===== src/fpga_wrapper_pkg.sv =====
// Shared payload and status types; NIBBLES_PER_WORD must match the width of trng_word_t
package fpga_wrapper_pkg;

    // One debug character from the core's generic output register
    typedef logic [7:0] log_char_t;

    // Host-written entropy word and the nibble handed to the core
    typedef logic [31:0] trng_word_t;
    typedef logic [3:0]  trng_nibble_t;

    // Reload value of the entropy request throttle
    typedef logic [31:0] divisor_t;

    localparam int NIBBLES_PER_WORD = $bits(trng_word_t) / $bits(trng_nibble_t);

    // Flags of both side paths plus the free-running cycle counter
    typedef struct packed {
        logic        log_empty;
        logic        log_full;
        logic        itrng_empty;
        logic        itrng_full;
        logic [31:0] cycle_count;
    } wrapper_status_t;

endpackage


===== src/fpga_wrapper_top.sv =====
// Side paths of the controller wrapper; depths must be powers of two, no handshakes on any port
`timescale 1ns/1ps

module fpga_wrapper_top import fpga_wrapper_pkg::*; #(
    parameter int LOG_DEPTH  = 16,
    parameter int TRNG_DEPTH = 8
) (
    input  logic            core_clk,
    input  logic            hwif_out,
    // Debug character log
    input  logic            char_wr,
    input  log_char_t       char_in,
    input  logic            log_rd,
    output log_char_t       next_char,
    output logic            char_valid,
    // Internal TRNG feed
    input  logic            itrng_wr,
    input  trng_word_t      itrng_word,
    input  logic            trng_flush,
    input  divisor_t        itrng_divisor,
    input  logic            etrng_req,
    output trng_nibble_t    itrng_data,
    output logic            itrng_valid,
    // Status
    input  logic            cptra_rst_b,
    output wrapper_status_t status
);

    logic log_empty;
    logic log_full;
    logic itrng_empty;
    logic itrng_full;

    log_capture #(
        .LOG_DEPTH (LOG_DEPTH)
    ) u_log_capture (
        .core_clk   (core_clk),
        .hwif_out   (hwif_out),
        .char_wr    (char_wr),
        .char_in    (char_in),
        .log_rd     (log_rd),
        .next_char  (next_char),
        .char_valid (char_valid),
        .log_empty  (log_empty),
        .log_full   (log_full)
    );

    itrng_feeder #(
        .TRNG_DEPTH (TRNG_DEPTH)
    ) u_itrng_feeder (
        .core_clk      (core_clk),
        .hwif_out      (hwif_out),
        .itrng_wr      (itrng_wr),
        .itrng_word    (itrng_word),
        .trng_flush    (trng_flush),
        .itrng_divisor (itrng_divisor),
        .etrng_req     (etrng_req),
        .itrng_data    (itrng_data),
        .itrng_valid   (itrng_valid),
        .itrng_empty   (itrng_empty),
        .itrng_full    (itrng_full)
    );

    status_regs u_status_regs (
        .core_clk    (core_clk),
        .hwif_out    (hwif_out),
        .cptra_rst_b (cptra_rst_b),
        .log_empty   (log_empty),
        .log_full    (log_full),
        .itrng_empty (itrng_empty),
        .itrng_full  (itrng_full),
        .status      (status)
    );

endmodule


===== src/itrng_feeder.sv =====
// Internal TRNG feed; word sampled one cycle after its strobe, one nibble per throttled grant
`timescale 1ns/1ps

module itrng_feeder import fpga_wrapper_pkg::*; #(
    parameter int TRNG_DEPTH = 8
) (
    input  logic         core_clk,
    input  logic         hwif_out,
    input  logic         itrng_wr,
    input  trng_word_t   itrng_word,
    input  logic         trng_flush,
    input  divisor_t     itrng_divisor,
    input  logic         etrng_req,
    output trng_nibble_t itrng_data,
    output logic         itrng_valid,
    output logic         itrng_empty,
    output logic         itrng_full
);

    localparam int IDX_W    = $clog2(NIBBLES_PER_WORD);
    localparam int NIBBLE_W = $bits(trng_nibble_t);

    logic             wr_d;
    divisor_t         throttle_cnt;
    logic             grant;
    logic [IDX_W-1:0] nibble_idx;
    trng_word_t       fifo_head;
    logic             fire;
    logic             fifo_pop;

    // Write data lands one cycle after the strobe
    always_ff @(posedge core_clk or negedge hwif_out) begin
        if (!hwif_out) begin
            wr_d <= 1'b0;
        end else begin
            wr_d <= itrng_wr;
        end
    end

    sync_fifo #(
        .payload_t (trng_word_t),
        .DEPTH     (TRNG_DEPTH)
    ) u_word_fifo (
        .core_clk (core_clk),
        .hwif_out (hwif_out),
        .flush    (trng_flush),
        .push     (wr_d),
        .wdata    (itrng_word),
        .pop      (fifo_pop),
        .rdata    (fifo_head),
        .empty    (itrng_empty),
        .full     (itrng_full)
    );

    // Throttle, grants land divisor+1 cycles apart while the request is held
    always_ff @(posedge core_clk or negedge hwif_out) begin
        if (!hwif_out) begin
            throttle_cnt <= '0;
            grant        <= 1'b0;
        end else if (throttle_cnt == '0) begin
            throttle_cnt <= itrng_divisor;
            grant        <= etrng_req;
        end else begin
            throttle_cnt <= throttle_cnt - 1'b1;
            grant        <= 1'b0;
        end
    end

    // A grant with nothing queued is lost
    assign fire     = grant & ~itrng_empty & ~trng_flush;
    assign fifo_pop = fire & (nibble_idx == IDX_W'(NIBBLES_PER_WORD - 1)); // Last nibble out

    always_ff @(posedge core_clk or negedge hwif_out) begin
        if (!hwif_out) begin
            nibble_idx  <= '0;
            itrng_valid <= 1'b0;
        end else begin
            itrng_valid <= fire;
            if (trng_flush) begin
                nibble_idx <= '0;
            end else if (fire) begin
                nibble_idx <= nibble_idx + 1'b1;
            end
        end
    end

    // Low nibble first
    always_ff @(posedge core_clk) begin
        if (fire) begin
            itrng_data <= fifo_head[nibble_idx*NIBBLE_W +: NIBBLE_W];
        end
    end

    // Grant cycle held the reloaded divisor; non-zero means no grant follows
    a_valid_single_pulse : assert property (
        @(posedge core_clk) disable iff (!hwif_out)
        (itrng_valid && $past(throttle_cnt) != '0) |=> !itrng_valid
    );

endmodule


===== src/log_capture.sv =====
// Debug character log; a read strobe pops only if the FIFO held data the cycle before
`timescale 1ns/1ps

module log_capture import fpga_wrapper_pkg::*; #(
    parameter int LOG_DEPTH = 16
) (
    input  logic      core_clk,
    input  logic      hwif_out,
    input  logic      char_wr,
    input  log_char_t char_in,
    input  logic      log_rd,
    output log_char_t next_char,
    output logic      char_valid,
    output logic      log_empty,
    output logic      log_full
);

    logic valid_f;
    logic fifo_pop;

    assign char_valid = ~log_empty;

    // Host read acts on the valid it sampled
    always_ff @(posedge core_clk or negedge hwif_out) begin
        if (!hwif_out) begin
            valid_f <= 1'b0;
        end else begin
            valid_f <= char_valid;
        end
    end

    // Also gated by the live flag, a back-to-back strobe may find the last entry gone
    assign fifo_pop = log_rd & valid_f & char_valid;

    sync_fifo #(
        .payload_t (log_char_t),
        .DEPTH     (LOG_DEPTH)
    ) u_log_fifo (
        .core_clk (core_clk),
        .hwif_out (hwif_out),
        .flush    (1'b0),      // Log is never flushed
        .push     (char_wr),
        .wdata    (char_in),
        .pop      (fifo_pop),
        .rdata    (next_char),
        .empty    (log_empty),
        .full     (log_full)
    );

endmodule


===== src/status_regs.sv =====
// Status combiner; fields lag their inputs by one cycle and the counter holds zero in core reset
`timescale 1ns/1ps

module status_regs import fpga_wrapper_pkg::*; (
    input  logic            core_clk,
    input  logic            hwif_out,
    input  logic            cptra_rst_b,
    input  logic            log_empty,
    input  logic            log_full,
    input  logic            itrng_empty,
    input  logic            itrng_full,
    output wrapper_status_t status
);

    logic [31:0] count_next;

    // Free-running while the core is out of reset
    assign count_next = cptra_rst_b ? status.cycle_count + 32'd1 : '0;

    // Flags sampled alongside the counter so every field shares one cycle of lag
    always_ff @(posedge core_clk or negedge hwif_out) begin
        if (!hwif_out) begin
            status.log_empty   <= 1'b1; // Both FIFOs empty out of reset
            status.log_full    <= 1'b0;
            status.itrng_empty <= 1'b1;
            status.itrng_full  <= 1'b0;
            status.cycle_count <= '0;
        end else begin
            status.log_empty   <= log_empty;
            status.log_full    <= log_full;
            status.itrng_empty <= itrng_empty;
            status.itrng_full  <= itrng_full;
            status.cycle_count <= count_next;
        end
    end

endmodule


===== src/sync_fifo.sv =====
// First-word-fall-through FIFO; DEPTH must be a power of two, push while full is dropped
`timescale 1ns/1ps

module sync_fifo #(
    parameter type payload_t = logic [7:0],
    parameter int  DEPTH     = 16
) (
    input  logic     core_clk,
    input  logic     hwif_out,
    input  logic     flush,
    input  logic     push,
    input  payload_t wdata,
    input  logic     pop,
    output payload_t rdata,
    output logic     empty,
    output logic     full
);

    localparam int AW = (DEPTH > 1) ? $clog2(DEPTH) : 1;

    payload_t      mem [DEPTH];
    logic [AW-1:0] wr_ptr;
    logic [AW-1:0] rd_ptr;
    logic [AW:0]   count;
    logic          push_en;
    logic          pop_en;

    assign push_en = push & ~full & ~flush; // Flush wins over a same-cycle write
    assign pop_en  = pop & ~empty & ~flush;

    assign empty = (count == '0);
    assign full  = (count == (AW+1)'(DEPTH));
    assign rdata = mem[rd_ptr];             // Head visible without a read cycle

    always_ff @(posedge core_clk or negedge hwif_out) begin
        if (!hwif_out) begin
            wr_ptr <= '0;
            rd_ptr <= '0;
            count  <= '0;
        end else if (flush) begin
            wr_ptr <= '0;
            rd_ptr <= '0;
            count  <= '0;
        end else begin
            if (push_en) begin
                wr_ptr <= wr_ptr + 1'b1; // Wraps naturally at DEPTH
            end
            if (pop_en) begin
                rd_ptr <= rd_ptr + 1'b1;
            end
            case ({push_en, pop_en})
                2'b10:   count <= count + 1'b1;
                2'b01:   count <= count - 1'b1;
                default: count <= count;
            endcase
        end
    end

    // Storage only
    always_ff @(posedge core_clk) begin
        if (push_en) begin
            mem[wr_ptr] <= wdata;
        end
    end

    // Callers must gate their read strobe with the flags they see
    a_no_pop_when_empty : assert property (
        @(posedge core_clk) disable iff (!hwif_out) pop |-> !empty
    );

endmodule


===== config.mk =====
export PLATFORM = sky130hd
export DESIGN_NAME = fpga_wrapper_top
export DESIGN_NICKNAME = d
export VERILOG_FILES = /design/src/fpga_wrapper_pkg.sv /design/src/fpga_wrapper_top.sv /design/src/itrng_feeder.sv /design/src/log_capture.sv /design/src/status_regs.sv /design/src/sync_fifo.sv
export SDC_FILE = /design/constraint.sdc
export NUM_CORES = 1
export LEC_CHECK = 0
export CAP_MARGIN = 20
export CELL_PAD_IN_SITES_DETAIL_PLACEMENT = 1
export CELL_PAD_IN_SITES_GLOBAL_PLACEMENT = 1
export CORE_ASPECT_RATIO = 0.75
export CORE_UTILIZATION = 42
export DETAILED_ROUTE_END_ITERATION = 6
export DONT_BUFFER_PORTS = 1
export PLACE_DENSITY = 0.75
export SLEW_MARGIN = 10
export SYNTH_ARGS = -nofsm -noshare
export SYNTH_HDL_FRONTEND = slang
export SYNTH_SLANG_ARGS = --single-unit

===== constraint.sdc =====
create_clock -name core_clk -period 4.78 [get_ports core_clk]
set_clock_uncertainty 0.05 [all_clocks]
set_input_delay 0.239 -clock core_clk [delete_from_list [all_inputs] [get_ports core_clk]]
set_output_delay 0.239 -clock core_clk [all_outputs]
set_load 0.005 [all_outputs]

==> key figures, run 1 <==
Clock network
  • TritonCTS clock tree: done
  • Max H-tree Level: 2
  • Clk_lat worst skew: approximately 0.57 ns
  • Clock Sinks: 486
  • CTS root buf: clkbuf_16
  • CTS-repair resized insts: 0
  • Total CTS buffers: 48
  • Worst-path clk slew: roughly 0.060 ns
  • CTS Hold Bufs: 79
  • Maximum clock path buffer count: 3
  • Setup bufs post-CTS: 0

Global routing
  • GRT busiest layer: met2
  • Global Route met1 Usage: 0.264
  • Vias in the first global route: 11320
  • Maximum number of pins on one net before global-route repair: 99
  • Initial antenna violation count: 3
  • Met2 Use GR: 0.305
  • Global-route wire length before repair: 68800 um
  • M3 GR Usage: 0.0379
  • Gr usage total: 0.190
  • Gr ovfl total: 0

Timing
  • Hold Slack: 0.0638 ns
  • Max-slew violation count: 0
  • Worst-margin pin slew: between 1 and 1.5 ns
  • FMAX: 0.305 GHz
  • Fin crit share: 0.686
  • Final setup fails: 0
  • RSZ-0062 raised after global routing: no
  • Crit path time final: 3.28 ns
  • Fin. Hold Viols: 0
  • Slew headroom: 0.290
  • Total negative slack: 0 ns

Logic synthesis
  • Synth Instances: roughly 1100
  • Synthesized cell area: between 15000 and 20000 um2
  • Top post-synthesis cells by area: edfxtp_1, dfrtp_1, mux4_2, xnor2_1, nor2_1
  • Yosys Warn Count: 0
  • Synthesized flop and latch total: 486
  • Syn_nets: about 1200
  • Leading area contributor after synthesis: edfxtp_1
  • EDFF count, synth: about 390
  • Prevailing post-synth register cell: edfxtp_1
  • Synth cell types: 61
  • Fraction of registers with async set/reset: 0.202
  • Sequential fraction of the synthesis area: 0.712
  • Synth top area share: 0.588
  • Synth Area per Inst: between 15 and 20 um2

Critical path
  • Critical Path Start Type: flip-flop
  • Largest stage delay on the critical path: between 1 and 1.5 ns
  • Worst reg-to-reg setup slack: approximately 1.6 ns
  • CP arrival: between 2 and 3 ns
  • CP Capture Type: output port
  • Reg2reg end: u_itrng_feeder.u_word_fifo.count[3]
  • CP most frequent cell: mux4_2
  • CP max stage cell: dfrtp_2
  • Levels on crit path: 3
  • Critical R2R Launch: u_itrng_feeder.nibble_idx[1]
  • Top Family by Delay on Critical Path: multiplexers
  • Crit path required time: ~4.5 ns
  • Crit Path Class: flip-flop to output port
  • CP Max Fanout: 29
  • CP Buf/Inv Count: 1
  • R2R depth: 10
  • Worst-path cell chain: buf_4 > mux4_2 > mux4_2

Worst hold path
  • WHS Endpoint: u_log_capture.u_log_fifo.wr_ptr[0]
  • Hold Path Depth: 2
  • Hold Path Origin: char_wr
  • Worst Hold Class: input pin to flip-flop

Floorplan
  • Starting Density: 0.428
  • Die area: 48100 um2
  • # IOs: 130
  • Num rows: 68
  • Die width: 253 um
  • Die height: 190 um
  • Core Area: approximately 46000 um2

Detailed routing
  • DRC: 0
  • Drt via density: between 5 and 6
  • WL final: roughly 45000 um
  • Wire per inst: between 20 and 25 um
  • Detailed Routing Iterations Pass 1: 5
  • Post-route ant nets: 0
  • Initial detailed-routing violation count: ~760
  • Vias: around 10000

Power and ir drop
  • Total power: 10100 uW
  • P_leak: ~0.0076 uW
  • Power Density: around 440 nW/um2
  • VDD IR max: ~0.30 mV

Flow run
  • Max-cap check violation count: 0

Place
  • PortBufs: 0
  • Dpl cells: ~1700
  • Routability cong.: ~0.76
  • Dpl hpwl: around 28000 um

Layout
  • Filler cells: between 4000 and 5000
  • Leading cell type in the layout, fill and taps excluded: edfxtp_1
  • Layout Nets: about 1300
  • Area grow syn2layout: 15.8%
  • Final Non-Filler Cells: about 1900
  • Share of layout cells above drive strength 1: 0.186
  • Most frequent cells in the layout: edfxtp_1, mux4_2, dfrtp_1

Run status
  • Status: completed
layout make-up:
type / instances / area, um2 / share of cell area
tap: 630 / 788 / 0.0343
sequential: 486 / 14100 / 0.615
clock inverter: 27 / 248 / 0.0108
multi-input combinational: 576 / 5470 / 0.238
inverter: 12 / 45.0 / 0.00196
clock buffer: 63 / 1300 / 0.0565
timing repair buffer: 100 / 986 / 0.0430
antenna: 2 / 5.00 / 0.000218
per-stage QoR:
| stage | cell area, um2 | utilization | worst slack, ns |
|---|---|---|---|
| after global routing | 22900 | 0.496 | 1.31 |
| after CTS | 22900 | 0.495 | 1.39 |
| after global placement | 20600 | 0.444 | 1.76 |
| after floorplan | 19800 | - | 0.0769 |
| final | 22900 | 0.496 | 1.50 |
| after detailed placement | 20600 | 0.444 | 1.67 |
how the worst max path moves through the flow:
| stage | start | endpoint | slack, ns |
|---|---|---|---|
| 2_1_floorplan | u_itrng_feeder.u_word_fifo.count[3] | u_itrng_feeder.u_word_fifo.mem[0][0] | 0.08 |
| 3_3_place_gp | u_itrng_feeder.u_word_fifo.rd_ptr[0] | u_itrng_feeder.itrng_data[3] | 1.76 |
| 3_5_place_dp | u_itrng_feeder.nibble_idx[1] | u_itrng_feeder.u_word_fifo.count[3] | 1.67 |
| 4_1_cts | u_log_capture.u_log_fifo.rd_ptr[0] | next_char[7] | 1.39 |
| 5_1_grt | u_log_capture.u_log_fifo.rd_ptr[0] | next_char[1] | 1.31 |
| 6_report | u_log_capture.u_log_fifo.rd_ptr[0] | next_char[7] | 1.50 |
flip-flops by register name (all words and copies together), names as in the netlist:
signal                             count
u_itrng_feeder.nibble_idx              3
u_log_capture.u_log_fifo.mem         128
u_itrng_feeder.u_word_fifo.rd_ptr      3
u_log_capture.u_log_fifo.wr_ptr        4
u_status_regs.status                  36
u_itrng_feeder.throttle_cnt           32
u_itrng_feeder.u_word_fifo.wr_ptr      3
u_itrng_feeder.grant                   1
u_itrng_feeder.u_word_fifo.mem       256
u_itrng_feeder.u_word_fifo.count       4
u_itrng_feeder.wr_d                    1
u_log_capture.valid_f                  1
u_log_capture.u_log_fifo.count         5
u_itrng_feeder.itrng_valid             1
u_log_capture.u_log_fifo.rd_ptr        4
u_itrng_feeder.itrng_data              4
Yosys cell counts (17+ instances only):
cell	n
and2_1	21
a21oi_1	37
clkbuf_1	31
xor2_1	17
nor2_1	73
dfrtp_1	96
xnor2_1	51
nor3_1	23
mux4_2	100
nand3_1	19
edfxtp_1	388
ha_1	18
nand2_1	43
where the power goes:
group | switching, uW | leakage [uW] | internal [uW] | total, uW
clock | 1610 | 0.000751 | 2090 | 3700
combinational | 591 | 0.00211 | 654 | 1250
sequential | 284 | 0.00475 | 4850 | 5140
cells by family after synthesis:
family / after synthesis / synth area share
flip-flops: 486 / 0.712
AND/OR/NAND/NOR: 260 / 0.0697
multiplexers: 117 / 0.123
AO/OA/AOI/OAI: 111 / 0.0364
buffers and inverters: 69 / 0.0153
XOR/XNOR: 68 / 0.0301
adder cells (fa/ha/maj): 20 / 0.0134
per-layer routing:
| layer | vias up | wire length (um) |
|---|---|---|
| met5 | - | 13 |
| li1 | 4616 | - |
| met2 | 261 | 21600 |
| met3 | 53 | 2610 |
| met1 | 5532 | 19600 |
| met4 | 2 | 739 |
Note: power is estimated with default switching activity, not from simulation.
==> run 2: changes to the inputs <==
- clock period: 4.78 -> 2.7 ns (I/O delays scaled with it)
==> key figures, run 2 (synthesized netlist as in run 1, its figures left out) <==
Run status
  • Status: completed

Floorplan
  • Die width: 253 um (unchanged)
  • Num rows: 68 (unchanged)
  • Core Area: 46300 um2 (unchanged)
  • Die height: 190 um (unchanged)
  • # IOs: 130 (unchanged)
  • Die area: 48100 um2 (unchanged)
  • Starting Density: 0.428 (unchanged)

Detailed routing
  • Detailed Routing Iterations Pass 1: 5 (unchanged)
  • Wire per inst: 23.5 um (about the same)
  • Initial detailed-routing violation count: 753 (-0.79%)
  • DRC: 0 (unchanged)
  • Top routing layer in use: met5
  • WL final: 45600 um (+2.3%)
  • Met2 WL post-DR: 21900 um (+1.4%)
  • Vias: 10661 (+1.9%)
  • Drt via density: 5.50 (-0.38%)
  • Met1 wire length: 20500 um (+4.3%)
  • Post-route ant nets: 0 (unchanged)
  • WL met3: 2420 um (-7.2%)

Critical path
  • CP arrival: 2.97 ns (-0.02 ns)
  • CP max stage cell: dfrtp_2
  • Largest stage delay on the critical path: 0.43 ns (-0.58 ns)
  • Worst reg-to-reg setup slack: 0.14 ns (-1.41 ns)
  • Critical Path Start Type: flip-flop
  • Worst-path cell chain: nor4_4 > nand2b_1 > and3_1 > ha_4 > fa_2 > a21o_1 > a21oi_2 > xor2_1 > nor2_1 > xor2_1
  • CP Capture Type: flip-flop
  • Top Family by Delay on Critical Path: simple AND/OR/NAND/NOR gates
  • Crit Path Class: flip-flop to flip-flop
  • Crit path required time: 3.11 ns (-1.38 ns)
  • CP Max Fanout: 5 (-83%)
  • CP most frequent cell: xor2_1
  • CP Buf/Inv Count: 0 (-1)

Clock network
  • Maximum clock path buffer count: 3 (unchanged)
  • Total CTS buffers: 48 (unchanged)
  • TritonCTS clock tree: done
  • Worst-path clk slew: 0.07 ns (about the same)
  • Clock Sinks: 486 (unchanged)
  • Setup bufs post-CTS: 0 (unchanged)
  • Clk_lat worst skew: 0.60 ns (+0.03 ns)
  • Max H-tree Level: 2 (unchanged)
  • CTS root buf: clkbuf_16

Timing
  • Final setup fails: 0 (unchanged)
  • Fin. Hold Viols: 0 (unchanged)
  • Slew headroom: 0.312 (+0.0217)
  • FMAX: approximately 0.39 GHz
  • Total negative slack: 0 ns (unchanged)
  • Crit path time final: 2.56 ns
  • RSZ-0062 raised after global routing: no
  • Max-slew violation count: 0 (unchanged)
  • Worst-margin pin slew: 1.03 ns (-0.0363 ns)
  • Fin crit share: 0.947

Power and ir drop
  • Total power: 18000 uW (+79%)
  • P_leak: 0.00785 uW (+3.2%)
  • VDD IR max: 0.486 mV (+63%)
  • Power Density: 770 nW/um2 (+75%)

Global routing
  • Maximum number of pins on one net before global-route repair: 99 (unchanged)
  • Vias in the first global route: 11550 (+2.0%)
  • Gr ovfl total: 0 (unchanged)
  • Gr usage total: 0.195 (+0.00527)
  • Initial antenna violation count: 3 (unchanged)
  • Global-route wire length before repair: 70400 um (+2.3%)

Layout
  • Largest register by flop count: u_itrng_feeder.u_word_fifo.mem
  • Filler cells: 4373 (+0.48%)
  • Biggest regs: u_itrng_feeder.u_word_fifo.mem (256), u_log_capture.u_log_fifo.mem (128), u_status_regs.status (36)
  • Layout Nets: 1370 (+3.5%)
  • Area grow syn2layout: 18.1%
  • Share of layout cells above drive strength 1: 0.217 (+0.0306)
  • Max reg flops: 256 (unchanged)
  • Most frequent cells in the layout: edfxtp_1, mux4_2, dfrtp_1
  • Leading cell type in the layout, fill and taps excluded: edfxtp_1

Place
  • PortBufs: 0 (unchanged)
  • Dpl hpwl: 28800 um (+4.5%)
  • Routability cong.: 0.789 (+3.8%)

Worst hold path
  • Worst Hold Class: input pin to flip-flop

Flow run
  • Max-cap check violation count: 0 (unchanged)
run 2: report_power, final:
group / total, uW / switching (uW) / internal [uW]
combinational: 2520 / 1240 / 1270
sequential: 8980 / 391 / 8590
clock: 6510 / 2820 / 3690
run 2: final cells by class:
class / instances / area, um2 / share of cell area
tap: 630 / 788 / 0.0337
clock buffer: 63 / 1300 / 0.0555
sequential: 486 / 14100 / 0.603
inverter: 12 / 45.0 / 0.00193
timing repair buffer: 146 / 1390 / 0.0595
multi-input combinational: 576 / 5520 / 0.236
clock inverter: 24 / 230 / 0.00984
antenna: 2 / 5.00 / 0.000214
run 2: tightest hold or removal path, delay by kind of cell:
| kind | cells | cell delay (ns) |
|---|---|---|
| buffers and inverters | 1 | 0.20 |
| AND/OR/NAND/NOR | 2 | 0.17 |
run 2: per-layer routing:
layer  vias to the layer above  track usage
met5                         -            0
met4                         2       0.0534
met3                        61       0.0372
met2                       270        0.311
met1                      5598        0.275
li1                       4730            -
run 2: final timing paths:
kind / from / endpoint / depth (start not counted)
min in group asynchronous: hwif_out / u_itrng_feeder.throttle_cnt[25] / 2
min reg2reg: u_log_capture.u_log_fifo.count[4] / u_log_capture.u_log_fifo.count[4] / 1
max reg2reg: u_log_capture.u_log_fifo.count[2] / u_log_capture.u_log_fifo.count[4] / 10
max in group asynchronous: hwif_out / u_itrng_feeder.u_word_fifo.rd_ptr[0] / 2
min: trng_flush / u_itrng_feeder.u_word_fifo.mem[0][28] / 3
max: u_log_capture.u_log_fifo.count[2] / u_log_capture.u_log_fifo.count[4] / 10
run 2: per-stage QoR:
step                       util  hold WS, ns  area (um2)  instances  setup WS (ns)
after floorplan               -       -0.211       19900       1131         -0.850
after global placement    0.453       -0.208       21000       1768         0.0729
after detailed placement  0.453       -0.208       21000       1768        -0.0324
after CTS                 0.505      0.00902       23400       1937         0.0665
after global routing      0.505       0.0383       23400       1937        0.00468
final                     0.505       0.0394       23400       1939          0.144
run 2: what timing repair did:
action | CTS | global route
gates resized for setup | 2 | 5
gates cloned | 0 | 0
hold buffers | 82 | 0
pin swaps | 0 | 1
endpoints found under the hold margin | 670 | 0
endpoints found under the setup margin | 1 | 2
==> run 3: changes to the inputs <==
- CORE_ASPECT_RATIO: 0.75 -> 0.7
- PLACE_DENSITY: 0.75 -> default
- PLACE_DENSITY_LB_ADDON: default -> 0.1
==> key figures, run 3 (synthesized netlist as in run 1, its figures left out) <==
Timing
  • Max-slew violation count: 0 (unchanged)
  • Slew headroom: 0.296 (-0.0164)
  • Worst-margin pin slew: 1.05 ns (+0.0245 ns)
  • Final setup fails: 0 (unchanged)
  • Fin crit share: 0.955 (+0.00875)
  • Total negative slack: 0 ns (unchanged)
  • Crit path time final: 2.58 ns (+0.0236 ns)
  • Setup WS post-layout: 0.120 ns (-0.0236 ns)
  • FMAX: 0.388 GHz (-0.92%)
  • Fin. Hold Viols: 0 (unchanged)

Detailed routing
  • DRC: 0 (unchanged)
  • WL final: 46700 um (+2.5%)
  • Initial detailed-routing violation count: 695 (-7.7%)
  • Vias: 10544 (-1.1%)
  • Detailed Routing Iterations Pass 1: 4 (-1)
  • Post-route ant nets: 0 (unchanged)
  • Drt via density: 5.49 (-0.22%)
  • Wire per inst: 24.3 um (+3.5%)

Place
  • Dpl hpwl: 28800 um (+0.25%)
  • PortBufs: 0 (unchanged)
  • Pre-CTS setup slack: -0.00965 ns (+0.0228 ns)
  • Routability cong.: 0.753 (-4.6%)

Clock network
  • Max H-tree Level: 2 (unchanged)
  • Total CTS buffers: 49 (+2.1%)
  • Worst-path clk slew: 0.06 ns (about the same)
  • Maximum clock path buffer count: 3 (unchanged)
  • Clk_lat worst skew: 0.58 ns (-0.02 ns)
  • CTS root buf: clkbuf_16
  • Clock Sinks: 486 (unchanged)
  • TritonCTS clock tree: done

Floorplan
  • Die width: 262 um (+3.5%)
  • Num rows: 66 (-2.9%)
  • # IOs: 130 (unchanged)
  • Core Area: 46500 um2 (+0.45%)
  • Die area: 48100 um2 (about the same)
  • Starting Density: 0.426 (-0.00191)
  • Die height: 184 um (-3.4%)

Layout
  • Area grow syn2layout: 18.9%
  • Largest register by flop count: u_itrng_feeder.u_word_fifo.mem
  • Share of layout cells above drive strength 1: 0.219 (+0.00256)
  • Fin util: 0.507 (+0.00127)
  • Filler cells: 4303 (-1.6%)
  • Max reg flops: 256 (unchanged)
  • Most frequent cells in the layout: edfxtp_1, mux4_2, dfrtp_1
  • Layout Nets: 1373 (+0.22%)
  • Leading cell type in the layout, fill and taps excluded: edfxtp_1
  • Biggest regs: u_itrng_feeder.u_word_fifo.mem (256), u_log_capture.u_log_fifo.mem (128), u_status_regs.status (36)
  • Ant. Diodes: 0 (-2)

Power and ir drop
  • Internal power: 13800 uW (+1.6%)
  • Total power: 18300 uW (+1.6%)
  • Clk pwr share: 0.363 (+0.002)
  • VDD IR max: 0.531 mV (+9.2%)
  • Switching share of power: 0.247 (about the same)
  • P_leak: 0.00792 uW (+0.93%)
  • Combinational share of power: 0.145 (+0.005)
  • Power Density: 777 nW/um2 (+0.90%)
  • Psw: 4530 uW (+1.6%)
  • Seq pwr share: 0.492 (-0.007)

Critical path
  • CP arrival: 3.00 ns (+0.03 ns)
  • CP Max Fanout: 5 (unchanged)
  • Critical Path Start Type: flip-flop
  • Crit Path Class: flip-flop to flip-flop
  • Crit path required time: 3.12 ns (about the same)
  • CP Capture Type: flip-flop

Global routing
  • Gr ovfl total: 0 (unchanged)
  • Gr usage total: 0.200 (+0.00540)
  • Maximum number of pins on one net before global-route repair: 99 (unchanged)
  • Initial antenna violation count: 0 (-3)
  • Vias in the first global route: 11234 (-2.7%)
  • Global-route wire length before repair: 71500 um (+1.5%)

Flow run
  • Max-cap check violation count: 0 (unchanged)

Run status
  • Status: completed

Worst hold path
  • Worst Hold Class: input pin to async pin
-- run 3: cell count changes in the layout (fill, tap and decap cells not counted), moves of 3 or more --
cell,delta
buf_12,+10
buf_4,-11
clkbuf_8,+7
clkinvlp_4,-3
buf_6,+3
-- run 3: per-layer routing --
layer  GRT usage  vias to the layer above  share of wire
li1            -                     4719              -
met1       0.301                     5582           0.48
met2       0.298                      191           0.45
met3      0.0414                       52          0.046
met4      0.0474                        0          0.017
met5           0                        -              0
-- run 3: power by group through the flow --
stage	clock (uW)	sequential [uW]	combinational [uW]
floorplan	0	8940	1780
global placement	0	9180	2280
detailed placement	0	9190	2320
CTS	6840	9010	2640
global route	7090	9070	2880
finish	6640	9010	2650
-- run 3: path summary, 6_finish.rpt --
check / depth (start not counted) / slack [ns] / startpoint / to
setup / recovery: 12 / 0.12 / u_log_capture.u_log_fifo.count[2] / u_log_capture.u_log_fifo.count[4]
hold / removal: 2 / 0.02 / hwif_out / u_log_capture.u_log_fifo.rd_ptr[3]
setup reg to reg: 12 / 0.12 / u_log_capture.u_log_fifo.count[2] / u_log_capture.u_log_fifo.count[4]
hold reg to reg: 1 / 0.45 / u_itrng_feeder.u_word_fifo.count[3] / u_status_regs.status[33]
max in group asynchronous: 2 / 2.00 / hwif_out / u_status_regs.status[18]
min in group core_clk: 4 / 0.09 / trng_flush / u_itrng_feeder.u_word_fifo.count[2]
-- run 3: metrics by stage --
step,std cells,instance area (um2),hold slack (ns)
after floorplan,1131,19900,-0.211
after global placement,1742,21000,-0.199
after detailed placement,1743,21000,-0.200
after CTS,1915,23500,0.0605
after global routing,1922,23600,0.0824
final,1922,23600,0.0190
-- run 3: layout make-up --
class,count,area [um2],share of cell area
Sequential cell,486,14100,0.599
Multi-Input combinational cell,576,5510,0.234
Timing Repair Buffer,148,1540,0.0655
Clock buffer,70,1420,0.0601
Tap cell,612,766,0.0325
Clock inverter,18,161,0.00685
Inverter,12,45.0,0.00191
-- run 3: timing repair --
| action | CTS | global route |
|---|---|---|
| buffers inserted | 2 | 4 |
| endpoints found under the hold margin | 667 | 0 |
| hold buffers | 82 | 0 |
| setup endpoints to repair | 9 | 3 |
| pin swaps | 0 | 3 |
| gates resized for setup | 2 | 4 |
-- run 3: worst max-delay path: stages, from the launching register on --
cell and delay, ns:
dfrtp_1 0.43, nor4_4 0.31, buf_4 0.15, nand2_1 0.06
and2_1 0.17, inv_1 0.06, ha_2 0.25, ha_1 0.29
a21o_1 0.19, a21oi_2 0.14, xor2_1 0.17, nor2_1 0.07
xor2_1 0.14
